**config.mk**
```make
export PLATFORM = sky130hd
export DESIGN_NAME = i8008_core
export DESIGN_NICKNAME = d
export VERILOG_FILES = /design/src/design/i8008_pkg.sv /design/src/design/i8008_alu.sv /design/src/design/i8008_reg_file.sv /design/src/design/i8008_decoder.sv /design/src/design/i8008_bus_ctrl.sv /design/src/design/i8008_datapath.sv /design/src/design/i8008_core.sv
export SDC_FILE = /design/constraint.sdc
export NUM_CORES = 1
export LEC_CHECK = 0
export BUFFER_PORTS_ARGS = -buffer_cell sky130_fd_sc_hd__buf_2
export CORE_MARGIN = 2
export CORE_UTILIZATION = 35
export CTS_BUF_LIST = sky130_fd_sc_hd__clkbuf_8
export DETAILED_ROUTE_END_ITERATION = 16
export SETUP_SLACK_MARGIN = 0.05
export SLEW_MARGIN = 10
export SYNTH_ARGS = -nofsm -noshare
export SYNTH_HDL_FRONTEND = slang
export SYNTH_SLANG_ARGS = --single-unit
```
**constraint.sdc**
```tcl
create_clock -name clk -period 9.02 [get_ports clk]
set_input_delay 1.353 -clock clk [delete_from_list [all_inputs] [get_ports clk]]
set_output_delay 1.353 -clock clk [all_outputs]
set_load 0.005 [all_outputs]
```
**src/design/i8008_pkg.sv**
```systemverilog
package i8008_pkg;

  localparam int ADDR_W = 14;
  localparam int DATA_W = 8;

  // T-states of one machine cycle
  typedef enum logic [2:0] {
    T1, T2, WAIT, T3, T4, T5, STOPPED
  } state_t;

  typedef enum logic [1:0] {
    CYCLE1, CYCLE2, CYCLE3
  } cycle_t;

  // Scratchpad index, code 7 is the memory operand M
  typedef enum logic [2:0] {
    REG_A, REG_B, REG_C, REG_D, REG_E, REG_H, REG_L, REG_M
  } reg_sel_t;

  // Same order as instruction bits 5:3
  typedef enum logic [2:0] {
    ALU_ADD, ALU_ADC, ALU_SUB, ALU_SBB, ALU_AND, ALU_XOR, ALU_OR, ALU_CMP
  } alu_op_t;

  typedef enum logic [2:0] {
    ROT_INC, ROT_DEC, ROT_RLC, ROT_RRC, ROT_RAL, ROT_RAR
  } rot_op_t;

  typedef struct packed {
    logic carry;
    logic zero;
    logic sign;
    logic parity;  // Set on even parity
  } flags_t;

  typedef struct packed {
    alu_op_t op;
    rot_op_t rot;
    logic    arith;    // Use rot instead of op
    logic    flag_en;
    logic    re;       // Result onto internal bus
  } alu_ctrl_t;

  typedef struct packed {
    reg_sel_t sel;
    logic     we;
    logic     re;
  } rf_ctrl_t;

  typedef enum logic {
    MEM_READ, PORT_WRITE
  } bus_kind_t;

  typedef struct packed {
    bus_kind_t         kind;
    logic [ADDR_W-1:0] addr;
    logic [DATA_W-1:0] wdata;
  } bus_cmd_t;

  typedef struct packed {
    rf_ctrl_t  rf;
    alu_ctrl_t alu;
    logic      a_we;
    logic      a_re;
    logic      b_we;
    logic      b_re;
    logic      rd_re;     // Captured bus byte onto internal bus
    logic      ir_ld;
    logic      pc_inc;
    logic      pc_ld_lo;
    logic      pc_ld_hi;
    logic      bus_start;
    bus_kind_t bus_kind;
  } ctrl_t;

  // Opcode patterns, ? bits are don't care in casez
  parameter logic [7:0] HLT   = 8'b1111_1111;
  parameter logic [7:0] HLT0  = 8'b0000_000?;
  parameter logic [7:0] LRR   = 8'b11??_????;
  parameter logic [7:0] LRI   = 8'b00??_?110;
  parameter logic [7:0] ALU_R = 8'b10??_????;
  parameter logic [7:0] ALU_I = 8'b00??_?100;
  parameter logic [7:0] INR   = 8'b00??_?000;
  parameter logic [7:0] DCR   = 8'b00??_?001;
  parameter logic [7:0] ROT   = 8'b000?_?010;
  parameter logic [7:0] JMP   = 8'b01??_?100;
  parameter logic [7:0] JCOND = 8'b01??_?000;
  parameter logic [7:0] OUT   = 8'b01??_???1;  // Bits 5:4 of 00 is INP

endpackage

```
**src/design/i8008_alu.sv**
```systemverilog
`timescale 1ns/1ps

module i8008_alu import i8008_pkg::*; (
  input  logic              clk,
  input  logic              rst,
  input  logic [DATA_W-1:0] a,
  input  logic [DATA_W-1:0] b,
  input  alu_ctrl_t         alu_ctrl,
  output logic [DATA_W-1:0] result,
  output flags_t            flags
);

  logic [DATA_W:0]   sum;       // Carry or borrow in the top bit
  logic [DATA_W-1:0] flag_src;  // Value seen by zero, sign and parity
  logic              zsp_upd;
  flags_t            flags_next;

  always_comb begin
    sum        = '0;
    result     = a;
    flag_src   = a;
    zsp_upd    = 1'b0;
    flags_next = flags;
    if (alu_ctrl.arith) begin
      unique case (alu_ctrl.rot)
        ROT_INC: begin
          result   = a + 1'b1;
          flag_src = result;
          zsp_upd  = 1'b1;  // Carry kept
        end
        ROT_DEC: begin
          result   = a - 1'b1;
          flag_src = result;
          zsp_upd  = 1'b1;
        end
        ROT_RLC: begin
          result           = {a[DATA_W-2:0], a[DATA_W-1]};
          flags_next.carry = a[DATA_W-1];
        end
        ROT_RRC: begin
          result           = {a[0], a[DATA_W-1:1]};
          flags_next.carry = a[0];
        end
        ROT_RAL: begin
          result           = {a[DATA_W-2:0], flags.carry};  // Through carry
          flags_next.carry = a[DATA_W-1];
        end
        ROT_RAR: begin
          result           = {flags.carry, a[DATA_W-1:1]};
          flags_next.carry = a[0];
        end
        default: result = a;
      endcase
    end else begin
      unique case (alu_ctrl.op)
        ALU_ADD: sum = {1'b0, a} + {1'b0, b};
        ALU_ADC: sum = {1'b0, a} + {1'b0, b} + {{DATA_W{1'b0}}, flags.carry};
        ALU_SUB, ALU_CMP: sum = {1'b0, a} - {1'b0, b};
        ALU_SBB: sum = {1'b0, a} - {1'b0, b} - {{DATA_W{1'b0}}, flags.carry};
        ALU_AND: sum = {1'b0, a & b};
        ALU_XOR: sum = {1'b0, a ^ b};
        ALU_OR:  sum = {1'b0, a | b};
      endcase
      result           = (alu_ctrl.op == ALU_CMP) ? a : sum[DATA_W-1:0];
      flag_src         = sum[DATA_W-1:0];  // Compare flags come from the difference
      flags_next.carry = sum[DATA_W];
      zsp_upd          = 1'b1;
    end
    if (zsp_upd) begin
      flags_next.zero   = (flag_src == '0);
      flags_next.sign   = flag_src[DATA_W-1];
      flags_next.parity = ~^flag_src;
    end
  end

  always_ff @(posedge clk) begin
    if (rst) begin
      flags <= '0;
    end else if (alu_ctrl.flag_en) begin
      flags <= flags_next;
    end
  end

endmodule

```
**src/design/i8008_reg_file.sv**
```systemverilog
`timescale 1ns/1ps

module i8008_reg_file import i8008_pkg::*; (
  input  logic              clk,
  input  logic              rst,
  input  rf_ctrl_t          rf_ctrl,
  input  logic [DATA_W-1:0] wdata,
  output logic [DATA_W-1:0] rdata,
  output logic [DATA_W-1:0] acc
);

  logic [DATA_W-1:0] regs [7];  // A, B, C, D, E, H, L

  always_ff @(posedge clk) begin
    if (rst) begin
      for (int i = 0; i < 7; i++) begin
        regs[i] <= '0;
      end
    end else if (rf_ctrl.we && rf_ctrl.sel != REG_M) begin
      regs[rf_ctrl.sel] <= wdata;
    end
  end

  // M has no storage here
  assign rdata = (rf_ctrl.sel == REG_M) ? '0 : regs[rf_ctrl.sel];
  assign acc   = regs[REG_A];

endmodule

```
**src/design/i8008_decoder.sv**
```systemverilog
`timescale 1ns/1ps

module i8008_decoder import i8008_pkg::*; (
  input  logic              clk,
  input  logic              rst,
  input  logic [DATA_W-1:0] instr,
  input  logic              cond_true,
  input  logic              bus_done,
  output ctrl_t             ctrl,
  output logic              stopped
);

  state_t   state, next_state;
  cycle_t   cycle, next_cycle;
  reg_sel_t ddd, sss;
  logic     is_out;

  assign ddd     = reg_sel_t'(instr[5:3]);
  assign sss     = reg_sel_t'(instr[2:0]);
  assign is_out  = (instr[7:6] == 2'b01) && instr[0] && (instr[5:4] != 2'b00);
  assign stopped = (state == STOPPED);

  always_ff @(posedge clk) begin
    if (rst) begin
      state <= T1;
      cycle <= CYCLE1;
    end else begin
      state <= next_state;
      cycle <= next_cycle;
    end
  end

  always_comb begin
    ctrl       = '0;
    next_state = state;
    next_cycle = cycle;
    unique case (state)
      T1: begin
        ctrl.bus_start = 1'b1;
        ctrl.bus_kind  = (cycle == CYCLE2 && is_out) ? PORT_WRITE : MEM_READ;
        next_state     = T2;
      end
      T2: begin
        ctrl.pc_inc = !(cycle == CYCLE2 && is_out);  // Port write is not a PC fetch
        next_state  = WAIT;
      end
      WAIT: begin
        // Sits here while the memory holds off ack
        if (bus_done) begin
          ctrl.ir_ld = (cycle == CYCLE1);
          next_state = T3;
        end
      end
      T3: begin
        next_state = T1;
        next_cycle = CYCLE1;
        unique case (cycle)
          CYCLE1: begin
            casez (instr)
              HLT, HLT0: next_state = STOPPED;
              LRR: if (ddd != REG_M && sss != REG_M) next_state = T4;
              ALU_R: begin
                if (sss != REG_M) begin
                  ctrl.rf.sel = REG_A;  // Accumulator into temp A
                  ctrl.rf.re  = 1'b1;
                  ctrl.a_we   = 1'b1;
                  next_state  = T4;
                end
              end
              ALU_I: begin
                ctrl.rf.sel = REG_A;
                ctrl.rf.re  = 1'b1;
                ctrl.a_we   = 1'b1;
                next_cycle  = CYCLE2;
              end
              LRI: if (ddd != REG_M) next_cycle = CYCLE2;
              INR, DCR: if (ddd != REG_M) next_state = T4;
              ROT: next_state = T4;
              JMP, JCOND: next_cycle = CYCLE2;
              OUT: if (is_out) next_cycle = CYCLE2;
              default: ;  // Unsupported opcodes act as no-ops
            endcase
          end
          CYCLE2: begin
            casez (instr)
              LRI: begin
                ctrl.rd_re  = 1'b1;
                ctrl.rf.sel = ddd;
                ctrl.rf.we  = 1'b1;
              end
              ALU_I: begin
                ctrl.rd_re = 1'b1;
                ctrl.b_we  = 1'b1;
                next_state = T4;
                next_cycle = CYCLE2;
              end
              JMP, JCOND: begin
                ctrl.rd_re = 1'b1;
                ctrl.b_we  = 1'b1;  // Low address byte
                next_cycle = CYCLE3;
              end
              default: ;
            endcase
          end
          default: begin
            ctrl.rd_re = 1'b1;
            ctrl.a_we  = 1'b1;  // High address byte
            // JMP has bit 2 set, a failed condition goes back to fetch
            if (instr[2] || cond_true) begin
              next_state = T4;
              next_cycle = CYCLE3;
            end
          end
        endcase
      end
      T4: begin
        next_state = T5;
        unique case (cycle)
          CYCLE1: begin
            ctrl.rf.re = 1'b1;
            casez (instr)
              LRR, ALU_R: begin
                ctrl.rf.sel = sss;
                ctrl.b_we   = 1'b1;
              end
              INR, DCR: begin
                ctrl.rf.sel = ddd;
                ctrl.a_we   = 1'b1;
              end
              default: begin  // Rotates
                ctrl.rf.sel = REG_A;
                ctrl.a_we   = 1'b1;
              end
            endcase
          end
          CYCLE2: begin
            ctrl.alu.op      = alu_op_t'(instr[5:3]);  // Immediate ALU result
            ctrl.alu.flag_en = 1'b1;
            ctrl.alu.re      = 1'b1;
            ctrl.rf.sel      = REG_A;
            ctrl.rf.we       = 1'b1;
            next_state       = T1;
            next_cycle       = CYCLE1;
          end
          default: begin
            ctrl.a_re     = 1'b1;
            ctrl.pc_ld_hi = 1'b1;
          end
        endcase
      end
      T5: begin
        next_state = T1;
        next_cycle = CYCLE1;
        if (cycle == CYCLE3) begin
          ctrl.b_re     = 1'b1;
          ctrl.pc_ld_lo = 1'b1;
        end else begin
          casez (instr)
            LRR: begin
              ctrl.b_re   = 1'b1;
              ctrl.rf.sel = ddd;
              ctrl.rf.we  = 1'b1;
            end
            ALU_R: begin
              ctrl.alu.op      = alu_op_t'(instr[5:3]);
              ctrl.alu.flag_en = 1'b1;
              ctrl.alu.re      = 1'b1;
              ctrl.rf.sel      = REG_A;
              ctrl.rf.we       = 1'b1;
            end
            INR, DCR: begin
              ctrl.alu.arith   = 1'b1;
              ctrl.alu.rot     = instr[0] ? ROT_DEC : ROT_INC;
              ctrl.alu.flag_en = 1'b1;
              ctrl.alu.re      = 1'b1;
              ctrl.rf.sel      = ddd;
              ctrl.rf.we       = 1'b1;
            end
            ROT: begin
              ctrl.alu.arith   = 1'b1;
              ctrl.alu.rot     = rot_op_t'({1'b0, instr[4:3]} + 3'd2);  // RLC first
              ctrl.alu.flag_en = 1'b1;
              ctrl.alu.re      = 1'b1;
              ctrl.rf.sel      = REG_A;
              ctrl.rf.we       = 1'b1;
            end
            default: ;
          endcase
        end
      end
      STOPPED: next_state = STOPPED;  // Only reset leaves
      default: begin
        next_state = T1;
        next_cycle = CYCLE1;
      end
    endcase
  end

endmodule

```
**src/design/i8008_bus_ctrl.sv**
```systemverilog
`timescale 1ns/1ps

module i8008_bus_ctrl import i8008_pkg::*; (
  input  logic              clk,
  input  logic              rst,
  input  logic              start,
  input  bus_cmd_t          cmd_in,
  output logic              bus_req,
  output bus_cmd_t          bus_cmd,
  input  logic              bus_ack,
  input  logic [DATA_W-1:0] bus_rdata,
  output logic [DATA_W-1:0] rdata,
  output logic              done
);

  typedef enum logic [1:0] {
    BC_IDLE,
    BC_REQ,     // Req high, waiting for ack
    BC_ACK_LO   // Req dropped, waiting for ack to fall
  } bc_state_t;

  bc_state_t state;

  always_ff @(posedge clk) begin
    if (rst) begin
      state <= BC_IDLE;
    end else begin
      unique case (state)
        BC_IDLE:   if (start) state <= BC_REQ;
        BC_REQ:    if (bus_ack) state <= BC_ACK_LO;
        BC_ACK_LO: if (!bus_ack) state <= BC_IDLE;
        default:   state <= BC_IDLE;
      endcase
    end
  end

  // Command held for the whole transaction, read byte taken on first ack
  always_ff @(posedge clk) begin
    if (state == BC_IDLE && start) bus_cmd <= cmd_in;
    if (state == BC_REQ && bus_ack) rdata <= bus_rdata;
  end

  assign bus_req = (state == BC_REQ);
  assign done    = (state == BC_ACK_LO) && !bus_ack;

endmodule

```
**src/design/i8008_datapath.sv**
```systemverilog
`timescale 1ns/1ps

module i8008_datapath import i8008_pkg::*; (
  input  logic              clk,
  input  logic              rst,
  input  ctrl_t             ctrl,
  input  logic [DATA_W-1:0] rdata,
  output logic [DATA_W-1:0] instr,
  output logic              cond_true,
  output bus_cmd_t          cmd
);

  logic [ADDR_W-1:0] pc;
  logic [DATA_W-1:0] ir;
  logic [DATA_W-1:0] tmp_a;
  logic [DATA_W-1:0] tmp_b;
  logic [DATA_W-1:0] ibus;      // Internal data bus
  logic [DATA_W-1:0] rf_rdata;
  logic [DATA_W-1:0] acc;
  logic [DATA_W-1:0] alu_result;
  flags_t            flags;
  logic              flag_sel;

  i8008_reg_file i8008_reg_file_inst (
    .clk     (clk),
    .rst     (rst),
    .rf_ctrl (ctrl.rf),
    .wdata   (ibus),
    .rdata   (rf_rdata),
    .acc     (acc)
  );

  i8008_alu i8008_alu_inst (
    .clk      (clk),
    .rst      (rst),
    .a        (tmp_a),
    .b        (tmp_b),
    .alu_ctrl (ctrl.alu),
    .result   (alu_result),
    .flags    (flags)
  );

  always_comb begin
    if (ctrl.rf.re)       ibus = rf_rdata;
    else if (ctrl.alu.re) ibus = alu_result;
    else if (ctrl.a_re)   ibus = tmp_a;
    else if (ctrl.b_re)   ibus = tmp_b;
    else if (ctrl.rd_re)  ibus = rdata;
    else                  ibus = '0;
  end

  always_ff @(posedge clk) begin
    if (rst) begin
      pc <= '0;
    end else if (ctrl.pc_inc) begin
      pc <= pc + 1'b1;
    end else begin
      if (ctrl.pc_ld_lo) pc[7:0] <= ibus;
      if (ctrl.pc_ld_hi) pc[ADDR_W-1:8] <= ibus[ADDR_W-9:0];  // Upper six bits
    end
  end

  always_ff @(posedge clk) begin
    if (ctrl.ir_ld) ir <= rdata;
    if (ctrl.a_we) tmp_a <= ibus;
    if (ctrl.b_we) tmp_b <= ibus;
  end

  assign instr = ir;

  // Condition code in bits 4:3
  always_comb begin
    unique case (ir[4:3])
      2'b00:   flag_sel = flags.carry;
      2'b01:   flag_sel = flags.zero;
      2'b10:   flag_sel = flags.sign;
      default: flag_sel = flags.parity;
    endcase
  end

  assign cond_true = ir[5] ? flag_sel : !flag_sel;  // JTc on set, JFc on clear

  assign cmd.kind  = ctrl.bus_kind;
  assign cmd.addr  = (ctrl.bus_kind == PORT_WRITE) ? {{(ADDR_W-5){1'b0}}, ir[5:1]} : pc;
  assign cmd.wdata = acc;

endmodule

```
**src/design/i8008_core.sv**
```systemverilog
`timescale 1ns/1ps

module i8008_core import i8008_pkg::*; (
  input  logic              clk,
  input  logic              rst,
  output logic              bus_req,
  output bus_cmd_t          bus_cmd,
  input  logic              bus_ack,
  input  logic [DATA_W-1:0] bus_rdata,
  output logic              halted
);

  ctrl_t             ctrl;
  logic [DATA_W-1:0] instr;
  logic [DATA_W-1:0] rdata;     // Byte captured by the bus controller
  logic              cond_true;
  logic              bus_done;
  bus_cmd_t          dp_cmd;

  i8008_decoder i8008_decoder_inst (
    .clk       (clk),
    .rst       (rst),
    .instr     (instr),
    .cond_true (cond_true),
    .bus_done  (bus_done),
    .ctrl      (ctrl),
    .stopped   (halted)
  );

  i8008_bus_ctrl i8008_bus_ctrl_inst (
    .clk       (clk),
    .rst       (rst),
    .start     (ctrl.bus_start),
    .cmd_in    (dp_cmd),
    .bus_req   (bus_req),
    .bus_cmd   (bus_cmd),
    .bus_ack   (bus_ack),
    .bus_rdata (bus_rdata),
    .rdata     (rdata),
    .done      (bus_done)
  );

  i8008_datapath i8008_datapath_inst (
    .clk       (clk),
    .rst       (rst),
    .ctrl      (ctrl),
    .rdata     (rdata),
    .instr     (instr),
    .cond_true (cond_true),
    .cmd       (dp_cmd)
  );

endmodule

```
# Word-level counts from Yosys, hierarchy flattened

Memory sizes are Yosys's and may differ from the RTL's. A register that Yosys moved wholly into a read port is not among the register bits.
Cells that the tools add are included.

Output and inout bits: 25
Logic and storage cells: 222
Bits in writable memories: 56
Memories kept: 1
Bits in registers: 72
Bits in latches: 0
Bits of input ports: 11
ROM bits: 0

Multiplexer cells: 103
$add $sub $neg: 8
Bitwise operators: 4
Shift-type cells: 0
Equal/unequal tests: 45
Div/mod/pow operators: 0
$lt $le $gt $ge: 0
Multiply operators: 0
Reductions and logical operators: 45

Memory list:

| name                                         | depth | width | rd ports | clocked after Yosys merged registers in | write ports | line                 | RTL |
|---|---|---|---|---|---|---|---|
| i8008_datapath_inst.i8008_reg_file_inst.regs | 7     | 8     | 2        | 1                                       | 7           | i8008_reg_file.sv:12 | `logic [DATA_W-1:0] regs [7];` |

Operator list:

| cell                                           | number |
|---|---|
| two-way mux 8 bit                              | 11 |
| case mux 9 bit (7 select lines)                | 1 |
| case mux 8 bit (6 select lines)                | 1 |
| two-way mux 3 bit                              | 13 |
| two-way mux 1 bit                              | 38 |
| == test 3 bit (second input constant)          | 10 |
| == test 3 x 2 -> 1 bit (second input constant) | 7 |
| OR reduction 2 bit                             | 10 |
| two-way mux 2 bit                              | 9 |
| case mux 2 bit (3 select lines)                | 3 |
| case mux 3 bit (2 select lines)                | 3 |
| case mux 3 bit (6 select lines)                | 1 |
| case mux 4 bit (2 select lines)                | 2 |
| case mux 8 bit (2 select lines)                | 1 |
| adder 14 x 1 -> 14 bit (second input constant) | 1 |
| two-way mux 14 bit                             | 1 |
| case mux 1 bit (2 select lines)                | 7 |
| two-way mux 4 bit                              | 3 |
| inequality test 3 bit (second input constant)  | 4 |
| case mux 2 bit (2 select lines)                | 3 |
| case mux 3 bit (4 select lines)                | 1 |
| case mux 4 bit (3 select lines)                | 1 |
| OR reduction 4 bit                             | 3 |
| == test 2 bit (second input constant)          | 5 |
| 38 further kinds                               | 66 |

# Depth between registers and ports, before layout

Depth in word-level cells: 14
Depth in mapped cells: 19
Depth with buffers taken out: 18

# Modules after synthesis

Synthesis repeated with hierarchy kept, for this count alone.

Cell total of the unflattened synthesis: 1053
Area, all modules: 9894.5 sq um

Modules (own cells, without submodules):

| module         | times used | cells an instance | sequential area each (sq um) | area an instance (sq um) |
|---|---|---|---|---|
| i8008_reg_file | 1          | 240               | 1841.8                       | 2985.4 |
| i8008_alu      | 1          | 439               | 80.1                         | 2930.3 |
| i8008_datapath | 1          | 211               | 1001.0                       | 2093.3 |
| i8008_bus_ctrl | 1          | 41                | 970.9                        | 1028.5 |
| i8008_decoder  | 1          | 122               | 100.1                        | 857.1 |

# Worst setup path before layout

No wires, ideal clock.

Path kind: register -> register
Start point: reg i8008_datapath_inst.tmp_a[0]
End point: reg, netlist name i8008_datapath_inst.i8008_alu_inst.flags[0]
Data required time: 8.892 ns
Period minus slack after synthesis: 4.154 ns
Path buffers: 1
Stages on the path, launching flop included: 20
Setup slack: 4.866 ns
Data arrival time: 4.027 ns
Library setup time: 0.128 ns
Path through: edfxtp_1 -> clkbuf_1 -> inv_1 -> ha_1 -> inv_1 -> fa_1 -> xnor2_1 -> or3_1 -> mux2i_1 -> nand2_1 -> or4_1 -> a21oi_1 -> o21a_1 -> nor2_1 -> ha_1 -> xnor2_1 -> xnor2_1 -> nor2_1 -> a21oi_1 -> nor2_1

Cells in the longest elaborated chain, start to end: 5
Elaborated cells on any way between the ends: 13
Those cells by class: add/sub (6); mux (3); bitwise (3); reduce/logical (1)

Ends and longest elaborated chain:

| item                                                                     | line                             | RTL |
|---|---|---|
| from (decl)                                                              | i8008_datapath.sv:15             | `logic [DATA_W-1:0] tmp_a;` |
| from (signal assigned)                                                   | i8008_datapath.sv:65             | `if (ctrl.a_we) tmp_a <= ibus;` |
| subtractor 8 x 8 -> 9 bit / adder 8 x 8 -> 9 bit (equally long branches) | --                               |  |
| subtractor 9 x 1 -> 9 bit / adder 9 x 1 -> 9 bit (equally long branches) | i8008_alu.sv:59, i8008_alu.sv:57 |  |
| case mux 9 bit (7 select lines)                                          | i8008_alu.sv:55                  | `unique case (alu_ctrl.op)` |
| two-way mux 8 bit (*)                                                    | i8008_alu.sv:24                  | `if (alu_ctrl.arith) begin` |
| XNOR reduction 8 bit (*)                                                 | i8008_alu.sv:72                  | `flags_next.parity = ~^flag_src;` |

Mark *: on every way between the ends. The rest lies on a longest branch, timed or not.
A chain may end at the register's enable or synchronous reset.

# Worst setup path in the final report

Start point: reg i8008_datapath_inst.tmp_a[4]
End point: reg, netlist name i8008_datapath_inst.i8008_alu_inst.flags[0]

Cells in the longest elaborated chain, start to end: 5
Elaborated cells on any way between the ends: 13
Those cells by class: add/sub (6); mux (3); bitwise (3); reduce/logical (1)

Ends and longest elaborated chain:

| item                                                                     | line |
|---|---|
| subtractor 8 x 8 -> 9 bit / adder 8 x 8 -> 9 bit (equally long branches) | -- |
| subtractor 9 x 1 -> 9 bit / adder 9 x 1 -> 9 bit (equally long branches) | i8008_alu.sv:59, i8008_alu.sv:57 |
| case mux 9 bit (7 select lines)                                          | i8008_alu.sv:55 |
| two-way mux 8 bit (*)                                                    | i8008_alu.sv:24 |
| XNOR reduction 8 bit (*)                                                 | i8008_alu.sv:72 |

Marked as above.

==> reports/qor.csv <==
metric;value;unit
status;finished clean;
worst hold start;i8008_bus_ctrl_inst.rdata[4];
internal cell power;1.004;mW
Slew HR;0.2563;
r2r worst-path depth;15;
Avg Synthesized Cell Area;9.177;um2
Hold Path Depth;0;
ANT nets after route;0;
# diodes;0;
Syn. warnings;0;
DR WL/cell;22.45;um
Post-synth top flop;edfxtp_1;
sequential power share;0.534;
drt first pass iters;8;
highest metal used;met4;
top cells by area, synth;edfxtp_1 (32%), dfxtp_1 (6.9%), ha_1 (4.6%);
initial DRC count;903;
reg2reg start;i8008_datapath_inst.tmp_a[4];
met2 wire length;14.40;mm
WS Path Type;reg -> reg;
switching share of power;0.2658;
fin util;0.3863;
dpl cell area;9955;um2
crit end category;flop;
Least-Margin Pin Slew;1.116;ns
f_max;208.4;MHz
final WL;31.35;mm
overall routing resource usage;0.2212;
vias;8502;
I/O Buffers;35;
Cell variety after synth;102;
met3 wire len;2.310;mm
wl on met1;13.68;mm
Area growth syn-to-layout;8.696;%
clock root buffer;clkbuf_8;
Synth Register Bits;136;
startpoint type of the worst setup path;flop;
top-count cell post-synth;edfxtp_1;
Top delay family on crit path;compound AO/OA/AOI/OAI gates;
Critical Path Max Stage Delay;0.86;ns
CP Data Required Time;9.36;ns
crit-path max FO;17;
crit-path cells;inv_1 -> ha_1 -> o311ai_1 -> or3_1 -> nand2_1 -> or4_1 -> a21oi_1 -> o21a_1 -> nor2_1 -> ha_1 -> xnor2_1 -> xnor2_1 -> nor2_1 -> a21oi_1 -> nor2_1;
fin crit share;0.5319;
Hold Path End;i8008_datapath_inst.instr[4];
Post-synth EDFFs;103;
reg-to-reg slack, setup;4.22;ns
Clock Pin Slew Worst Setup and Hold Paths;0.08;ns
Clk pwr share;0.380;
CP max stage cell;o311ai_1;
Max VDD drop;0.09230;mV
top cells by count, synth;edfxtp_1 (103), nor2_1 (92), nand2_1 (90);
Initial Util;0.3554;
initial antenna violation count;0;
switching pwr;363.5;uW
Syn Inst Count;1038;
dpl hpwl;23.17;mm
hold_buf cts;0;
Core Area;26800;um2
largest net degree at the start of global routing;43;
CTS tree;yes;
Mapped Area;9525;um2
TNS Setup;0;ns
CTS HTree Levels;4;
Max Cap Violations;0;
CTS Buf Count;17;
Leak;3.731;nW
synthesized net count;1086;
share of cells above drive strength 1;0.1194;
post-synth top area cell;edfxtp_1;
ys async rst share;0;
worst-skew pair later-pin latency;0.47;ns
Post-CTS Setup Inserts;0;
Hold WC Path Type;reg -> reg;
die span in y;169.0;um
vias in the first global route;8113;
Rows;60;
Final Cell Area;10350;um2
# IOs;36;
Layout Skew;0.01053;ns
Final Hold Vio Count;0;
Total Die Area;28550;um2
Final #Nets;1090;
PwrDens;132.1;nW/um2
DR DRC count;0;
final setup vio count;0;
Die X;169.0;um
Overflow after GRT;0;
Overall Power;1.367;mW
Final Max Tran Viols;0;
Min Hold Slack;0.4652;ns
clock sinks;136;
RSZ-0062 raised after global routing;false;
Logic pwr share;0.086;
reg-to-reg endpoint;i8008_datapath_inst.i8008_alu_inst.flags[0];
top-area cell type share of the netlist area;0.3247;
Critical Path AT;5.14;ns
PostCTS Resize Cnt;0;
post-DR vias/cell;6.090;
Tmin final;4.797;ns
Max clock buf depth;2;
CP dominant cell by count;nor2_1;
critical path buffer and inverter count;1;
RePlAce Congestion;0.9515;
sequential fraction of the synthesis area;0.3941;
global-route wire length before repair;48.68;mm
-- kinds of logic after synthesis --
kind of cell,after synthesis,share of synthesized area
AO/OA/AOI/OAI,315,0.2358
AND/OR/NAND/NOR,394,0.2213
flip-flops,136,0.3941
XOR/XNOR,25,0.02299
multiplexers,23,0.02850
buffers and inverters,108,0.04716
adder cells (fa/ha/maj),37,0.05018
-- sequential cells by signal, summed over array words and instances, names as in the netlist --
name,count
i8008_datapath_inst.tmp_a,8
i8008_datapath_inst.i8008_alu_inst.flags,4
i8008_datapath_inst.pc,14
i8008_bus_ctrl_inst.state,2
i8008_datapath_inst.instr,8
i8008_datapath_inst.tmp_b,8
i8008_bus_ctrl_inst.rdata,8
i8008_decoder_inst.cycle,2
i8008_datapath_inst.i8008_reg_file_inst.regs,56
i8008_decoder_inst.state,3
i8008_bus_ctrl_inst.bus_cmd,23
-- placed cells by master, fill, tap and decap left out, drive strengths merged, types with 25 or more instances in the layout --
cell,instances
a21oi,75
dfxtp,33
nand2,91
nand3,25
nor3,33
inv,53
edfxtp,103
nor2,92
ha,35
buf,47
o21ai,49
-- metal layers --
metal  vias to the layer above  global-route usage
met5                         -                   0
met4                         0             0.07952
met3                        60             0.03905
met2                       364              0.3512
met1                      4135              0.3034
li1                       3943                   -
-- how the worst max path moves through the flow --
stage                                       from                                          end  slack (ns)  cells after the start
CTS                 i8008_datapath_inst.tmp_a[4]  i8008_datapath_inst.i8008_alu_inst.flags[0]        4.33                     15
global placement    i8008_datapath_inst.tmp_a[4]  i8008_datapath_inst.i8008_alu_inst.flags[0]        4.30                     15
global route        i8008_datapath_inst.tmp_a[4]  i8008_datapath_inst.i8008_alu_inst.flags[0]        3.90                     15
floorplan           i8008_datapath_inst.tmp_a[0]  i8008_datapath_inst.i8008_alu_inst.flags[0]        4.87                     19
finish              i8008_datapath_inst.tmp_a[4]  i8008_datapath_inst.i8008_alu_inst.flags[0]        4.22                     15
detailed placement  i8008_datapath_inst.tmp_a[4]  i8008_datapath_inst.i8008_alu_inst.flags[0]        4.32                     15
-- power by group through the flow --
stage          sequential, mW  clock (mW)  combinational [mW]
5_1_grt                 0.735       0.548               0.129
3_5_place_dp            0.744           0               0.117
2_1_floorplan           0.737           0              0.0730
6_report                0.730       0.520               0.117
4_1_cts                 0.730       0.526               0.117
3_3_place_gp            0.744           0               0.117
-- cell type report --
type	instances	area [um2]
clock buffers	17	234.0
clock inverters	15	165.2
fillers	2663	16450
inverters	46	172.7
multi-input cells	794	5336
flip-flops and latches	136	3754
well taps	341	426.7
repair buffers	47	265.3
-- per-stage QoR --
stage               setup slack [ns]  instances
floorplan                      4.866       1038
global placement               4.303       1364
detailed placement             4.322       1364
CTS                            4.327       1396
global route                   3.897       1396
finish                         4.223       1396
(Power assumes the default switching activity.)
